==> config.mk <==
export PLATFORM = sky130hd
export DESIGN_NAME = fir_top
export DESIGN_NICKNAME = d
export VERILOG_FILES = /design/src/hdl/fir_pkg.sv /design/src/hdl/fir_tap_if.sv /design/src/hdl/fir_top.sv /design/src/hdl/fir_adder_tree.sv /design/src/hdl/mult23_12.sv /design/src/hdl/sample_delay_line.sv
export VERILOG_INCLUDE_DIRS = /design/src /design/src/include
export SDC_FILE = /design/constraint.sdc
export NUM_CORES = 1
export LEC_CHECK = 0
export BUFFER_PORTS_ARGS = -buffer_cell sky130_fd_sc_hd__buf_2
export CORE_MARGIN = 4
export CORE_UTILIZATION = 40
export DETAILED_ROUTE_END_ITERATION = 12
export PLACE_DENSITY = 0.61
export SLEW_MARGIN = 20
export SYNTH_ARGS = -nofsm -noshare
export SYNTH_HDL_FRONTEND = slang
export SYNTH_SLANG_ARGS = --single-unit
==> constraint.sdc <==
create_clock -name clk_i -period 6.3 [get_ports clk_i]
set_clock_uncertainty 0.15 [all_clocks]
set_input_delay 0.315 -clock clk_i [delete_from_list [all_inputs] [get_ports clk_i]]
set_output_delay 0.315 -clock clk_i [all_outputs]
set_load 0.01 [all_outputs]
==> src/include/fir_macros.svh <==
`ifndef FIR_MACROS_SVH
`define FIR_MACROS_SVH

// width of one input sample in two's complement
`define SAMPLE_W 12

// width of a sample times 23, which needs five more bits than the sample
`define PROD_W 17

// width of the filter result
// the largest magnitude is 23 * 4096 + 4096, which fits in 19 signed bits
`define ACC_W 19

// the filter is fixed at four taps: -1, 23, 23, -1
`define NUM_TAPS 4

`endif
==> src/hdl/fir_pkg.sv <==
`include "fir_macros.svh"

package fir_pkg;

    // one input sample as it arrives on the stream
    typedef logic signed [`SAMPLE_W-1:0] sample_t;

    // output of a multiply-by-23 block
    // bit 16 is always a copy of the sample sign
    typedef logic signed [`PROD_W-1:0] prod_t;

    // partial sums inside the adder tree and the final filter output
    typedef logic signed [`ACC_W-1:0] acc_t;

endpackage

==> src/hdl/fir_tap_if.sv <==
`timescale 1ns/10ps

// the four most recent accepted samples together with their strobe
// tap0 is the newest sample and tap3 the oldest
interface fir_tap_if;

    import fir_pkg::*;

    // sample history, newest first
    sample_t tap0;
    sample_t tap1;
    sample_t tap2;
    sample_t tap3;

    // high for one cycle after the history has shifted in a new sample
    logic tap_valid;

    // the delay line owns the history
    modport producer (
        output tap0,
        output tap1,
        output tap2,
        output tap3,
        output tap_valid
    );

    // the adder tree only reads it
    modport consumer (
        input tap0,
        input tap1,
        input tap2,
        input tap3,
        input tap_valid
    );

endinterface

==> src/hdl/fir_top.sv <==
`timescale 1ns/10ps

// four-tap symmetric FIR with fixed taps -1, 23, 23, -1
// accepts one 12-bit sample per valid_i strobe and returns one 19-bit result
// per sample, three edges after the edge that took the sample in
// nothing here can stall, so a sample may be offered on every cycle
//
// data flow:
//   sample_i -> delay line -> tap1, tap2 -> two multiply-by-23 blocks
//                          -> tap0, tap3 -----------------------------> adder tree
//   products -----------------------------------------------------------> adder tree
module fir_top (
    input  logic        clk_i,
    input  logic        rst_n_i,
    input  logic [11:0] sample_i,
    input  logic        valid_i,
    output logic [18:0] result_o,
    output logic        valid_o
);

    import fir_pkg::*;

    // registered products of the two inner taps
    prod_t prod_tap1;
    prod_t prod_tap2;

    // shared sample history between the delay line and the adder tree
    fir_tap_if u_taps ();

    // history of the last four accepted samples
    sample_delay_line u_delay_line (
        .clk_i    (clk_i),
        .rst_n_i  (rst_n_i),
        .sample_i (sample_i),
        .valid_i  (valid_i),
        .taps     (u_taps)
    );

    // 23 * x[n-1]
    mult23_12 u_mult_tap1 (
        .clk_i (clk_i),
        .in_i  (u_taps.tap1),
        .out_o (prod_tap1)
    );

    // 23 * x[n-2]
    mult23_12 u_mult_tap2 (
        .clk_i (clk_i),
        .in_i  (u_taps.tap2),
        .out_o (prod_tap2)
    );

    // lines up the outer taps with the products and forms the final sum
    fir_adder_tree u_adder_tree (
        .clk_i    (clk_i),
        .rst_n_i  (rst_n_i),
        .taps     (u_taps),
        .prod1_i  (prod_tap1),
        .prod2_i  (prod_tap2),
        .result_o (result_o),
        .valid_o  (valid_o)
    );

endmodule

==> src/hdl/fir_adder_tree.sv <==
`timescale 1ns/10ps

// combines the weighted taps into the filter output
//   y = 23 * (tap1 + tap2) - tap0 - tap3
// the inner taps arrive already multiplied and registered, so the outer taps
// and the strobe are delayed one cycle first to line up with them
//
// pipeline, counted from the edge E that accepted a sample:
//   E+1  align tap0, tap3 and the strobe with the products
//   E+2  inner sum of the two products, outer sum of the two plain taps
//   E+3  difference into result_o, valid_o high for one cycle
module fir_adder_tree (
    input  logic           clk_i,
    input  logic           rst_n_i,
    fir_tap_if.consumer    taps,
    input  fir_pkg::prod_t prod1_i,
    input  fir_pkg::prod_t prod2_i,
    output fir_pkg::acc_t  result_o,
    output logic           valid_o
);

    import fir_pkg::*;

    // stage 1, outer taps held one cycle to match the multiplier latency
    sample_t tap0_d;
    sample_t tap3_d;
    logic    valid_d1;

    // stage 2, the two partial sums
    acc_t    inner_sum;
    acc_t    outer_sum;
    logic    valid_d2;

    // stage 1 data
    always_ff @(posedge clk_i) begin
        tap0_d <= taps.tap0;
        tap3_d <= taps.tap3;
    end

    // stage 2 data
    // both products and both taps are sign-extended to the full result width
    // before adding, which leaves room for the worst case of 23 * 2048 * 2
    always_ff @(posedge clk_i) begin
        inner_sum <= acc_t'(prod1_i) + acc_t'(prod2_i);
        outer_sum <= acc_t'(tap0_d) + acc_t'(tap3_d);
    end

    // stage 3 data
    // the outer taps carry a weight of minus one, so they are subtracted here
    always_ff @(posedge clk_i) begin
        result_o <= inner_sum - outer_sum;
    end

    // the strobe rides alongside the data through three registers
    // so valid_o marks the cycle in which result_o holds a fresh value
    always_ff @(posedge clk_i or negedge rst_n_i) begin
        if (!rst_n_i) begin
            valid_d1 <= 1'b0;
            valid_d2 <= 1'b0;
            valid_o  <= 1'b0;
        end else begin
            valid_d1 <= taps.tap_valid;
            valid_d2 <= valid_d1;
            valid_o  <= valid_d2;
        end
    end

endmodule

==> src/hdl/mult23_12.sv <==
`timescale 1ns/10ps
`include "fir_macros.svh"

// registered multiply of a 12-bit signed sample by the constant 23
// 23 is split as 16 + 8 - 1, and the minus one is done in two's complement,
// so the product is (x << 4) + (x << 3) + ~x + 1
//
// the logic is laid out the way a carry-chain mapping would want it:
//   bits 2:0  come straight from the input, since the shifted terms are zero there
//   bits 15:3 are one three-operand add with the low carry fed in at the bottom
//   bit 16    is the input sign, because 23 * 2047 never reaches bit 16
//             and every negative product has it set
// resource-wise this costs about as much as a 12-bit adder
module mult23_12 (
    input  logic             clk_i,
    input  fir_pkg::sample_t in_i,
    output fir_pkg::prod_t   out_o
);

    import fir_pkg::*;

    // sample sign-extended far enough for the top of the three-operand add
    logic [`PROD_W-2:0] in_ext;

    // the three low result bits and the carry they hand upward
    logic [2:0]         low_bits;
    logic               low_carry;

    // operands of the middle add, all aligned to result bit 3
    logic [12:0]        op_x16;
    logic [12:0]        op_x8;
    logic [12:0]        op_inv;

    // result bits 15:3
    logic [12:0]        mid_sum;

    assign in_ext = {{(`PROD_W - 1 - `SAMPLE_W){in_i[`SAMPLE_W-1]}}, in_i};

    // bit 0 is ~x[0] ^ 1, which is just x[0]
    assign low_bits[0] = in_i[0];

    // bit 1 gets the carry ~x[0] from bit 0, and ~a ^ ~b is a ^ b
    assign low_bits[1] = in_i[1] ^ in_i[0];

    // bit 2 only sees a carry when both lower inverted bits were set
    assign low_bits[2] = ~in_i[2] ^ ~|in_i[1:0];

    // the +1 ripples out of bit 2 only if x[2:0] was all zeros
    assign low_carry = ~|in_i[2:0];

    // x << 4 seen from bit 3 is x << 1, with a zero at the bottom
    assign op_x16 = {in_ext[11:0], 1'b0};

    // x << 3 seen from bit 3 is x itself
    assign op_x8 = in_ext[12:0];

    // the inverted input, upper part only
    assign op_inv = ~in_ext[15:3];

    // one ternary add with the low carry as carry-in
    // bits above 15 are dropped here and rebuilt from the sign
    assign mid_sum = op_x16 + op_x8 + op_inv + {12'd0, low_carry};

    // one register stage, no enable, so a new product is formed every cycle
    always_ff @(posedge clk_i) begin
        out_o <= {in_i[`SAMPLE_W-1], mid_sum, low_bits};
    end

endmodule

==> src/hdl/sample_delay_line.sv <==
`timescale 1ns/10ps
`include "fir_macros.svh"

// shift register holding the last four accepted samples
// the history only moves when valid_i is high on a clock edge,
// so idle cycles between samples leave the taps untouched
module sample_delay_line (
    input  logic             clk_i,
    input  logic             rst_n_i,
    input  fir_pkg::sample_t sample_i,
    input  logic             valid_i,
    fir_tap_if.producer      taps
);

    import fir_pkg::*;

    // hist[0] is the newest sample, hist[NUM_TAPS-1] the oldest
    sample_t hist [`NUM_TAPS];

    // registered copy of the input strobe
    logic    tap_valid_q;

    // the history starts at zero so the first three results
    // behave as if zeros had been streamed in before them
    always_ff @(posedge clk_i or negedge rst_n_i) begin
        if (!rst_n_i) begin
            for (int i = 0; i < `NUM_TAPS; i++) begin
                hist[i] <= '0;
            end
        end else if (valid_i) begin
            // everything moves one step older and the new sample lands at the front
            for (int i = `NUM_TAPS - 1; i > 0; i--) begin
                hist[i] <= hist[i-1];
            end
            hist[0] <= sample_i;
        end
    end

    // strobe is high for exactly the cycle after the accepting edge
    always_ff @(posedge clk_i or negedge rst_n_i) begin
        if (!rst_n_i) begin
            tap_valid_q <= 1'b0;
        end else begin
            tap_valid_q <= valid_i;
        end
    end

    // drive the shared tap bundle straight from the history registers
    assign taps.tap0      = hist[0];
    assign taps.tap1      = hist[1];
    assign taps.tap2      = hist[2];
    assign taps.tap3      = hist[3];
    assign taps.tap_valid = tap_valid_q;

endmodule

# After elaboration in Yosys (flattened, before gate mapping)

Cells that the tools add are included.

$add $sub $neg: 9
Bitwise logic cells: 8
Reduce and logical (&&, ||, !) cells: 8

Operator list:

| cell             | number |
|---|---|
| $add A13 B13 Y13 | 4 |
| $add A13 B1 Y13  | 2 |
| $not A13 Y13     | 2 |
| $sub A19 B19 Y19 | 1 |
| $add A17 B17 Y18 | 1 |
| $add A12 B12 Y13 | 1 |
| $reduce_or A3 Y1 | 2 |
| $logic_not A1 Y1 | 4 |
| $reduce_or A2 Y1 | 2 |
| $xor A1 B1 Y1    | 4 |
| $not A1 Y1       | 2 |

Bits in registers: 167
Output and inout port bits: 20
Word-level logic and storage cells: 40

# Depth between registers and ports, before layout

Gate-level depths: netlist (run 1).

Depth after elaboration: 3
Mapped depth: 15

# Cells and area by module

Synthesis (run 1) repeated with hierarchy kept, for this count alone.

Cells, all modules: 731
Area total of the unflattened synthesis: 8127.8 um^2

Modules (own cells, without submodules):

| module                  | times used | cells each | area each (um^2) |
|---|---|---|---|
| fir_adder_tree          | 1          | 407        | 3967.6 |
| sample_delay_line       | 1          | 102        | 1885.6 |
| mult23_12 (u_mult_tap2) | 1          | 119        | 1166.1 |
| mult23_12 (u_mult_tap1) | 1          | 103        | 1108.6 |

# Worst setup path after synthesis (run 1)

OpenSTA, ideal clock, no wires.

Path kind: register to register
Start: register u_delay_line.hist, in the netlist u_delay_line.taps.tap1[0]
End: register u_mult_tap1.out_o[14]
Data arrival time: 2.576 ns
Data required time: 6.055 ns
Path slack: 3.478 ns
Cell stages (with the launch flop): 14
Period minus slack after synthesis: 2.822 ns
Cell sequence: dfrtp_1 inv_1 ha_1 ha_1 fa_1 ha_1 inv_1 fa_1 nor2b_1 o21ai_0 nand2b_1 a311oi_1 nor2_1 o311ai_1

Longest elaborated chain between the ends: 3

Ends and longest elaborated chain:

| what                                                 | line                             | RTL |
|---|---|---|
| start: declaration                                   | sample_delay_line.sv:18          | `` sample_t hist [`NUM_TAPS]; `` |
| start signal: indexed assignment                     | sample_delay_line.sv:33          | `hist[i] <= hist[i-1];` |
| $add A13 B13 Y13 or $reduce_or A3 Y1 (tied branches) | mult23_12.sv:62, mult23_12.sv:49 |  |
| $add A13 B13 Y13 or $logic_not A1 Y1 (tied branches) | mult23_12.sv:62, mult23_12.sv:49 |  |
| $add A13 B1 Y13 (*)                                  | mult23_12.sv:62                  | `assign mid_sum = op_x16 + op_x8 + op_inv + {12'd0, low_carry};` |
| via u_mult_tap1.mid_sum[11]                          | mult23_12.sv:35                  | `logic [12:0] mid_sum;` |
| end signal: assignment                               | mult23_12.sv:66                  | `` out_o <= {in_i[`SAMPLE_W-1], mid_sum, low_bits}; `` |
| end: declaration                                     | mult23_12.sv:17                  | `output fir_pkg::prod_t out_o` |

Mark *: on every way through the listed nets, which the timed path passes. The rest lies on a longest branch.
A chain may end at the register's enable or synchronous reset.

# Final worst setup path (run 1)

Same ends and word-level chain as after synthesis.

==> results.cfg, run 1 <==
[sta]
min_period_over_period = 0.494
worstMarginPinSlew_ns = 0.760
layout_setup_ws_ns = 3.19
finalHoldViolations = 0
finalSetupViolCount = 0
rsz0062_at_grt = false
maxSlewHeadroom = 0.493
tns_ns = 0
fmax_mhz = 321
slew_viol_final = 0
finalCriticalPeriod_ns = 3.11

[finish]
diodes = 0
final_cell_area_um2 = 9020
syn_to_final_growth_pct = 15.2
drive_above_1_share = 0.128
layout_common_cells = dfxtp_1 (108), ha_1 (73), inv_1 (63)
nets = 900
final_common_cell = dfxtp_1
final_util = 0.476

[clock_tree]
root_buffer = clkbuf_16
cts_resized = 0
postCtsSetupRepairBufs = 0
cts_num_sinks = 160
cts_hold_buf = 13
cts_buffer_depth = 2
tritoncts = yes
clkTransAtPathRegs_ns = 0.06
cts.htree.levels = 4
clk_latency_ns = 0.42
numCtsBuffers = 17

[setup_path]
r2r-end = u_mult_tap1.out_o[14]$_DFF_P_
path_cells = inv_1 > ha_1 > ha_1 > fa_1 > ha_1 > inv_1 > fa_1 > nor2b_1 > o21ai_0 > nand2b_1 > a311oi_1 > nor2_1 > o311ai_1
critPathBufInv = 2
rr_worst_depth = 13
crit_top_cell = ha_1
cp-start-kind = register
critical_path_required_ns = 6.46
cpMaxStageDelayCell = dfrtp_1
r2r_slack_ns = 3.19
worst_ep_arrival_time_ns = 3.27
worstSetupPathType = register to register
crit_path_end_kind = register
r2r-start = u_delay_line.taps.tap1[0]$_DFFE_PN0P_
cp_max_fo = 5
critical-path-top-delay-family = adder cells
slowest_delay_ns = 0.47

[die]
dieArea_um2 = 21900
start_util = 0.413
die_w_um = 148
dieHeight_um = 148
coreArea_um2 = 19000
io_pins = 35
rows = 50

[yosys]
yosys_warnings = 0
yosysSeqAreaShare = 0.442
syn_nets = 845
netlist_area_um2 = 7830
synth_edf_count = 0
ys_seq_elements = 160
avgSynthCellArea_um2 = 10.7
synthCells = 730
synth_ff_type = dfxtp_1
synthArstFlopShare = 0.325
synth.distinct_cells = 68

[routing]
wire_per_inst_um = 13.3
drtPass1Iterations = 5
drc = 0
routed_via_density = 4.80
routed_wl_mm = 14.0
vias = 5072
postRouteAntennaNets = 0
drt_iter0_markers = 201

[worst_hold_path]
hp-class = register to register
min_to = u_adder_tree.valid_o$_DFF_PN0_
holdPathStages = 0
hold_start = u_adder_tree.valid_d2$_DFF_PN0_

[outcome]
status = completed

[power_and_ir_drop]
vdd_ir_drop_max_v = 0.000242
leakage_nw = 4.14
power_w = 0.00511
powerDensity_nw_per_um2 = 567

[placement]
placed_cell_area_um2 = 8290
detailedPlace.worstSlack_ns = 3.19
gp_congestion = 0.772
post-dp-hpwl_mm = 10.6
io_buffers = 34

[job]
drv_cap = 0

[global_route]
grt_max_degree = 72
grtUsageTotal = 0.138
grt_pass1_vias = 4971
grt_antenna_before_repair = 0
grt_pass1_wl_mm = 24.2
overflow = 0
==> kinds of logic after synthesis <==
family	synth area share
DFF	0.442
adders and majority gates	0.186
buffers and inverters	0.0366
and+or+nand+nor	0.0949
muxes	0.0387
xor gates and xnor gates	0.0582
AOI/OAI and AO/OA	0.144
==> worst register-to-register path, stage by stage (launching register included) <==
cell and delay [ns]:
dfrtp_1 0.47, inv_1 0.09, ha_1 0.20, ha_1 0.20
fa_1 0.37, ha_1 0.20, inv_1 0.07, fa_1 0.19
nor2b_1 0.05, o21ai_0 0.14, nand2b_1 0.13, a311oi_1 0.37
nor2_1 0.13, o311ai_1 0.26
==> area by class of cell <==
type / instances / area [µm²]
Multi-Input combinational cell: 494 / 4080
Tap cell: 260 / 325
Clock buffer: 22 / 475
Timing Repair Buffer: 49 / 315
Clock inverter: 9 / 128
Sequential cell: 160 / 3460
Inverter: 63 / 236
Fill cell: 1805 / 9930
==> cells in the mapped netlist (10+ instances only) <==
library cell	count	area share
a21o_1	21	0.020
a21oi_1	31	0.020
clkbuf_1	12	0.0058
dfrtp_1	52	0.17
dfxtp_1	108	0.28
fa_1	27	0.069
ha_1	73	0.12
inv_1	63	0.030
mux2_2	26	0.037
nand2_1	43	0.021
nand2b_1	11	0.0088
nand3_1	11	0.0070
nor2_1	35	0.017
nor2b_1	12	0.0096
nor3_1	10	0.0064
o21ai_0	40	0.026
xnor2_1	36	0.040
xor2_1	16	0.018
==> worst max-delay path by stage <==
stage	cells past startpoint	end	startpoint	slack (ns)
final	13	u_mult_tap1.out_o[14]$_DFF_P_	u_delay_line.taps.tap1[0]$_DFFE_PN0P_	3.19
after global routing	13	u_mult_tap1.out_o[14]$_DFF_P_	u_delay_line.taps.tap1[0]$_DFFE_PN0P_	2.95
after CTS	13	u_mult_tap1.out_o[14]$_DFF_P_	u_delay_line.taps.tap1[0]$_DFFE_PN0P_	3.18
after detailed placement	13	u_mult_tap1.out_o[14]$_DFF_P_	u_delay_line.taps.tap1[0]$_DFFE_PN0P_	3.19
after global placement	13	u_mult_tap1.out_o[14]$_DFF_P_	u_delay_line.taps.tap1[0]$_DFFE_PN0P_	3.29
after floorplan	13	u_mult_tap1.out_o[14]$_DFF_P_	u_delay_line.taps.tap1[0]$_DFFE_PN0P_	3.48
==> metrics by stage <==
stage | hold WS [ns] | std cells
2_1_floorplan | -0.131 | 730
3_3_place_gp | 0.182 | 1013
3_5_place_dp | 0.186 | 1013
4_1_cts | 0.199 | 1057
5_1_grt | 0.214 | 1057
6_report | 0.200 | 1057
==> per-layer routing <==
metal  wire [µm]  up-vias  GRT usage
li1            -     2661          -
met1        7290     2348      0.196
met2        6180       61      0.211
met3         469        2     0.0279
met4          76        0     0.0499
met5           0        -          0
==> registers in the layout, summed over array words and instances, names as in the netlist <==
| name | cells |
|---|---|
| u_adder_tree.result_o | 19 |
| u_adder_tree.inner_sum | 18 |
| u_mult_tap1.out_o | 17 |
| u_mult_tap2.out_o | 17 |
| u_adder_tree.outer_sum | 13 |
| u_adder_tree.tap0_d | 12 |
| u_adder_tree.tap3_d | 12 |
| u_delay_line.taps.tap0 | 12 |
| u_delay_line.taps.tap1 | 12 |
| u_delay_line.taps.tap2 | 12 |
| u_delay_line.taps.tap3 | 12 |
| u_adder_tree.valid_d1 | 1 |
| u_adder_tree.valid_d2 | 1 |
| u_adder_tree.valid_o | 1 |
| u_delay_line.taps.tap_valid | 1 |
==> power by group <==
group	internal, W	leakage [nW]	switching (W)
Combinational	0.00117	2.30	0.00137
Sequential	0.00139	1.54	0.000139
Clock	0.000655	0.297	0.000384
No activity file was read; power rests on OpenSTA's default activity.
==> run 2: changes to the inputs <==
Clock period 6.3 ns to 3.09 ns, I/O delays scaled along.
==> run 2 against run 1 <==
Compared with the run above:
- routed wire length is 2.9% higher
- critical endpoint unchanged
- first-iteration DRC count rose by 25%
- sequential share of layout area is 0.23 points lower
- via count grew 1.4%
- power increased by 100%
- fmax is 9.6% higher
- critical path depth decreased by 2
- die area unchanged
- global-route usage rose by 0.39 points
- final cell count rose by 0.85%
==> results.cfg, run 2 (synthesis gave the netlist of run 1 again) <==
[placement]
gp_congestion = 0.790
io_buffers = 34
post-dp-hpwl_mm = 10.9

[setup_path]
crit_path_end_kind = register
crit_top_cell = fa_1
path_cells = buf_4 > fa_1 > ha_1 > inv_1 > fa_1 > nor2b_1 > o21ai_0 > nand2b_1 > a311oi_2 > or3_1 > o311ai_1
cp_max_fo = 4
cpMaxStageDelayCell = fa_1
slowest_delay_ns = 0.54
critical_path_required_ns = 3.26
worst_ep_arrival_time_ns = 3.01
worstSetupPathType = register to register
cp-start-kind = register

[routing]
wire_per_inst_um = 13.5
drt_iter0_markers = 252
postRouteAntennaNets = 0
drc = 0
routed_via_density = 4.82
drtPass1Iterations = 4
routed_wl_mm = 14.4
vias = 5143

[sta]
slew_viol_final = 0
finalSetupViolCount = 0
fmax_mhz = 352
maxSlewHeadroom = 0.626
min_period_over_period = 0.918
finalHoldViolations = 0
holdWs_ns = 0.102
finalCriticalPeriod_ns = 2.84
worstMarginPinSlew_ns = 0.561

[finish]
layout_common_cells = dfxtp_1 (108), ha_1 (73), inv_1 (62)
drive_above_1_share = 0.144
largest_register = u_adder_tree.result_o
diodes = 0
nets = 908
largest_reg_flops = 19
fillerInstances = 1817
final_common_cell = dfxtp_1
reg_top3 = u_adder_tree.result_o: 19 flops, u_adder_tree.inner_sum: 18 flops
final_util = 0.479
syn_to_final_growth_pct = 15.9

[die]
start_util = 0.413
dieHeight_um = 148
dieArea_um2 = 21900
coreArea_um2 = 19000
die_w_um = 148
rows = 50
io_pins = 35

[power_and_ir_drop]
leakage_nw = 4.16
internal-power_w = 0.00645
switching_share = 0.382
p_comb_frac = 0.504
power.switching_w = 0.00398
power_w = 0.0104
vdd_ir_drop_max_v = 0.000506
pwr-share-clk = 0.198
powerDensity_nw_per_um2 = 1150
power_frac_seq = 0.298

[clock_tree]
cts_num_sinks = 160
numCtsBuffers = 17
clkTransAtPathRegs_ns = 0.06
tritoncts = yes
cts_buffer_depth = 2
cts.htree.levels = 4
clk_latency_ns = 0.42
root_buffer = clkbuf_16

[outcome]
status = completed

[global_route]
grt_antenna_before_repair = 0
grt_max_degree = 29
overflow = 0
grtUsageTotal = 0.142
grt_pass1_wl_mm = 24.9
grt_pass1_vias = 5153

[job]
drv_cap = 0

[worst_hold_path]
hp-class = primary input to asynchronous set/reset pin
run 2: power groups by stage:
stage / clock network (W) / logic, W / registers, W
2_1_floorplan: 0 / 0.00407 / 0.00315
3_3_place_gp: 0 / 0.00515 / 0.00315
3_5_place_dp: 0 / 0.00520 / 0.00316
4_1_cts: 0.00212 / 0.00526 / 0.00312
5_1_grt: 0.00222 / 0.00601 / 0.00319
6_report: 0.00206 / 0.00526 / 0.00311
run 2: area by class of cell:
class	instances	area (µm²)	area share
timing repair buffer	57	378	0.0416
inverter	63	236	0.0261
sequential	160	3460	0.382
clock buffer	17	425	0.0469
clock inverter	15	160	0.0176
multi-input combinational	494	4090	0.450
tap	260	325	0.0358
run 2: worst max-delay path: cells and delay by family, from the launching register on:
family          cells  cell delay (ns)
compound gates      3             0.27
fa+ha+maj           3             1.09
buf+inv             2             0.21
flops               1             0.37
simple gates        3             0.64
run 2: path summary, 6_finish.rpt:
kind                       depth (start not counted)  slack, ns                                    end                                   from
setup / recovery                                  11       0.25          u_mult_tap1.out_o[14]$_DFF_P_  u_delay_line.taps.tap1[0]$_DFFE_PN0P_
hold / removal                                     2       0.10  u_delay_line.taps.tap1[1]$_DFFE_PN0P_                                rst_n_i
setup reg to reg                                  11       0.25          u_mult_tap1.out_o[14]$_DFF_P_  u_delay_line.taps.tap1[0]$_DFFE_PN0P_
hold reg to reg                                    0       0.20         u_adder_tree.valid_o$_DFF_PN0_        u_adder_tree.valid_d2$_DFF_PN0_
max in group asynchronous                          3       1.91  u_delay_line.taps.tap2[9]$_DFFE_PN0P_                                rst_n_i
min in group clk_i                                 0       0.20         u_adder_tree.valid_o$_DFF_PN0_        u_adder_tree.valid_d2$_DFF_PN0_
run 2: what timing repair did:
item | CTS | global route
buffers inserted | 0 | 3
resized for setup | 0 | 3
hold buffers | 14 | 0
endpoints found under the setup margin | 0 | 4
endpoints found under the hold margin | 37 | 0
run 2: metrics by stage:
| stage | TNS, ns | instances | area [µm²] | setup slack, ns |
|---|---|---|---|---|
| after floorplan | 0 | 730 | 7830 | 0.268 |
| after global placement | 0 | 1017 | 8320 | 0.199 |
| after detailed placement | 0 | 1017 | 8320 | 0.0828 |
| after CTS | 0 | 1063 | 9040 | 0.0586 |
| after global routing | -0.00514 | 1066 | 9080 | -0.00514 |
| final | 0 | 1066 | 9080 | 0.252 |
run 2: layer usage:
layer	up-vias	global-route usage	routed length, µm
met5	-	0	0
met4	0	0.0434	172
met3	14	0.0365	488
met2	76	0.214	6260
met1	2382	0.203	7510
li1	2671	-	-
==> run 3: changes to the inputs <==
--- a/config.mk
+++ b/config.mk
@@ -11,2 +11,3 @@
 export CORE_UTILIZATION = 40
+export CTS_CLUSTER_SIZE = 28
 export DETAILED_ROUTE_END_ITERATION = 12
==> constraint.sdc (replaced) <==
create_clock -name clk_i -period 3.09 [get_ports clk_i]
set_clock_uncertainty 0.15 [all_clocks]
set_input_delay 0.4635 -clock clk_i [delete_from_list [all_inputs] [get_ports clk_i]]
set_output_delay 0.4635 -clock clk_i [all_outputs]
set_load 0.01 [all_outputs]
==> run 3 against run 2 <==
Compared with the run above:
- fmax down 2.2%
- flip-flop and latch count stayed put
- largest cell class unchanged
- via count down 0.31%
- largest power group unchanged
- worst hold slack gained 0.013 ns
- clock power shrank 3%
- critical path depth increased by 2
- power down 0.85%
- non-clock buffer count down 10
- critical endpoint unchanged
==> results.cfg, run 3 (synthesis gave the netlist of run 1 again) <==
[routing]
routed_via_density = 4.86
wire_per_inst_um = 13.3
drt_iter0_markers = 212
drc = 0
postRouteAntennaNets = 0
drtPass1Iterations = 4
routed_wl_mm = 14.0
vias = 5127

[die]
io_pins = 35
dieHeight_um = 148
start_util = 0.413
rows = 50
coreArea_um2 = 19000
die_w_um = 148
dieArea_um2 = 21900

[sta]
maxSlewHeadroom = 0.643
fmax_mhz = 345
finalSetupViolCount = 0
finalCriticalPeriod_ns = 2.90
min_period_over_period = 0.939
finalHoldViolations = 0
tns_ns = 0
slew_viol_final = 0
holdWs_ns = 0.114
worstMarginPinSlew_ns = 0.536

[finish]
final_util = 0.473
syn_to_final_growth_pct = 14.6
drive_above_1_share = 0.156
reg_top3 = u_adder_tree.result_o: 19 flops, u_adder_tree.inner_sum: 18 flops
final_cell_area_um2 = 8970
largest_register = u_adder_tree.result_o
fillerInstances = 1793
final_common_cell = dfxtp_1
nets = 898
diodes = 0
largest_reg_flops = 19
layout_common_cells = dfxtp_1 (108), ha_1 (70), inv_1 (61)

[setup_path]
r2r-end = u_mult_tap1.out_o[14]$_DFF_P_
crit_end = u_mult_tap1.out_o[14]$_DFF_P_
r2r_slack_ns = 0.19
critical_path_required_ns = 3.27
cp-start-kind = register
slowest_delay_ns = 0.37
r2r-start = u_delay_line.taps.tap1[0]$_DFFE_PN0P_
critPathLaunch = u_delay_line.taps.tap1[0]$_DFFE_PN0P_
crit_cells = 13
crit_top_cell = ha_1
critical-path-top-delay-family = adder cells
rr_worst_depth = 13
worstSetupPathType = register to register
crit_path_end_kind = register
critPathBufInv = 2
cp_max_fo = 3
worst_ep_arrival_time_ns = 3.08
cpMaxStageDelayCell = fa_1
path_cells = inv_1 > ha_1 > ha_1 > fa_1 > ha_1 > inv_1 > fa_1 > nor2b_1 > o21ai_0 > nand2b_1 > a311oi_1 > nor2_1 > o311ai_1

[global_route]
grt_pass1_vias = 4895
grt_max_degree = 30
grtUsageTotal = 0.136
grt_pass1_wl_mm = 23.7
grt_antenna_before_repair = 0
overflow = 0

[clock_tree]
tritoncts = yes
numCtsBuffers = 17
cts_buffer_depth = 2
clk_latency_ns = 0.43
cts_num_sinks = 160
clkTransAtPathRegs_ns = 0.07
root_buffer = clkbuf_16
cts.htree.levels = 4

[outcome]
status = completed

[power_and_ir_drop]
powerDensity_nw_per_um2 = 1150
vdd_ir_drop_max_v = 0.000511
leakage_nw = 4.12
power_w = 0.0103

[placement]
post-dp-hpwl_mm = 10.8
io_buffers = 34
gp_congestion = 0.767
placed_cell_area_um2 = 8320

[worst_hold_path]
hp-class = primary input to register

[job]
drv_cap = 0
## run 3: stage by stage
stage | cells | setup slack, ns
final | 1056 | 0.189
after global routing | 1056 | -0.0240
after CTS | 1050 | 0.00364
after detailed placement | 1017 | 0.0615
after global placement | 1017 | 0.162
after floorplan | 730 | 0.268
## run 3: area by class of cell
type | instances | area, µm² | share of cell area
Clock buffer | 17 | 425 | 0.0474
Sequential cell | 160 | 3460 | 0.386
Tap cell | 260 | 325 | 0.0363
Clock inverter | 15 | 136 | 0.0152
Timing Repair Buffer | 47 | 270 | 0.0301
Multi-Input combinational cell | 494 | 4110 | 0.459
Inverter | 63 | 236 | 0.0264
## run 3: power breakdown
part | total, W | leakage (nW) | switching [W] | internal, W
combinational | 0.00523 | 2.30 | 0.00281 | 0.00242
sequential | 0.00312 | 1.54 | 0.000281 | 0.00284
clock | 0.00200 | 0.280 | 0.000929 | 0.00107
## run 3: per-layer routing
| layer | share of wire | up-vias | routed length, µm | GRT usage |
|---|---|---|---|---|
| li1 | - | 2671 | - | - |
| met4 | 0.015 | 0 | 215 | 0.0503 |
| met1 | 0.52 | 2371 | 7310 | 0.193 |
| met5 | 0 | - | 0 | 0 |
| met3 | 0.031 | 15 | 440 | 0.0340 |
| met2 | 0.43 | 70 | 6030 | 0.201 |
## run 3: worst min-delay path by stage
| stage | startpoint | end | slack, ns | depth (start not counted) |
|---|---|---|---|---|
| after floorplan | rst_n_i | u_adder_tree.valid_d1$_DFF_PN0_ | 0.02 | 0 |
| after global placement | rst_n_i | u_delay_line.taps.tap_valid$_DFF_PN0_ | 0.11 | 1 |
| after detailed placement | rst_n_i | u_adder_tree.valid_d1$_DFF_PN0_ | 0.12 | 1 |
| after CTS | sample_i[1] | u_delay_line.taps.tap0[1]$_DFFE_PN0P_ | 0.09 | 2 |
| after global routing | sample_i[11] | u_delay_line.taps.tap0[11]$_DFFE_PN0P_ | 0.09 | 2 |
| final | sample_i[1] | u_delay_line.taps.tap0[1]$_DFFE_PN0P_ | 0.11 | 2 |
## run 3: what timing repair did
item,in CTS,in global routing
gates resized for setup,0,11
endpoints found under the hold margin,52,0
setup endpoints to repair,0,3
hold buffers,1,0
setup buffers,0,6
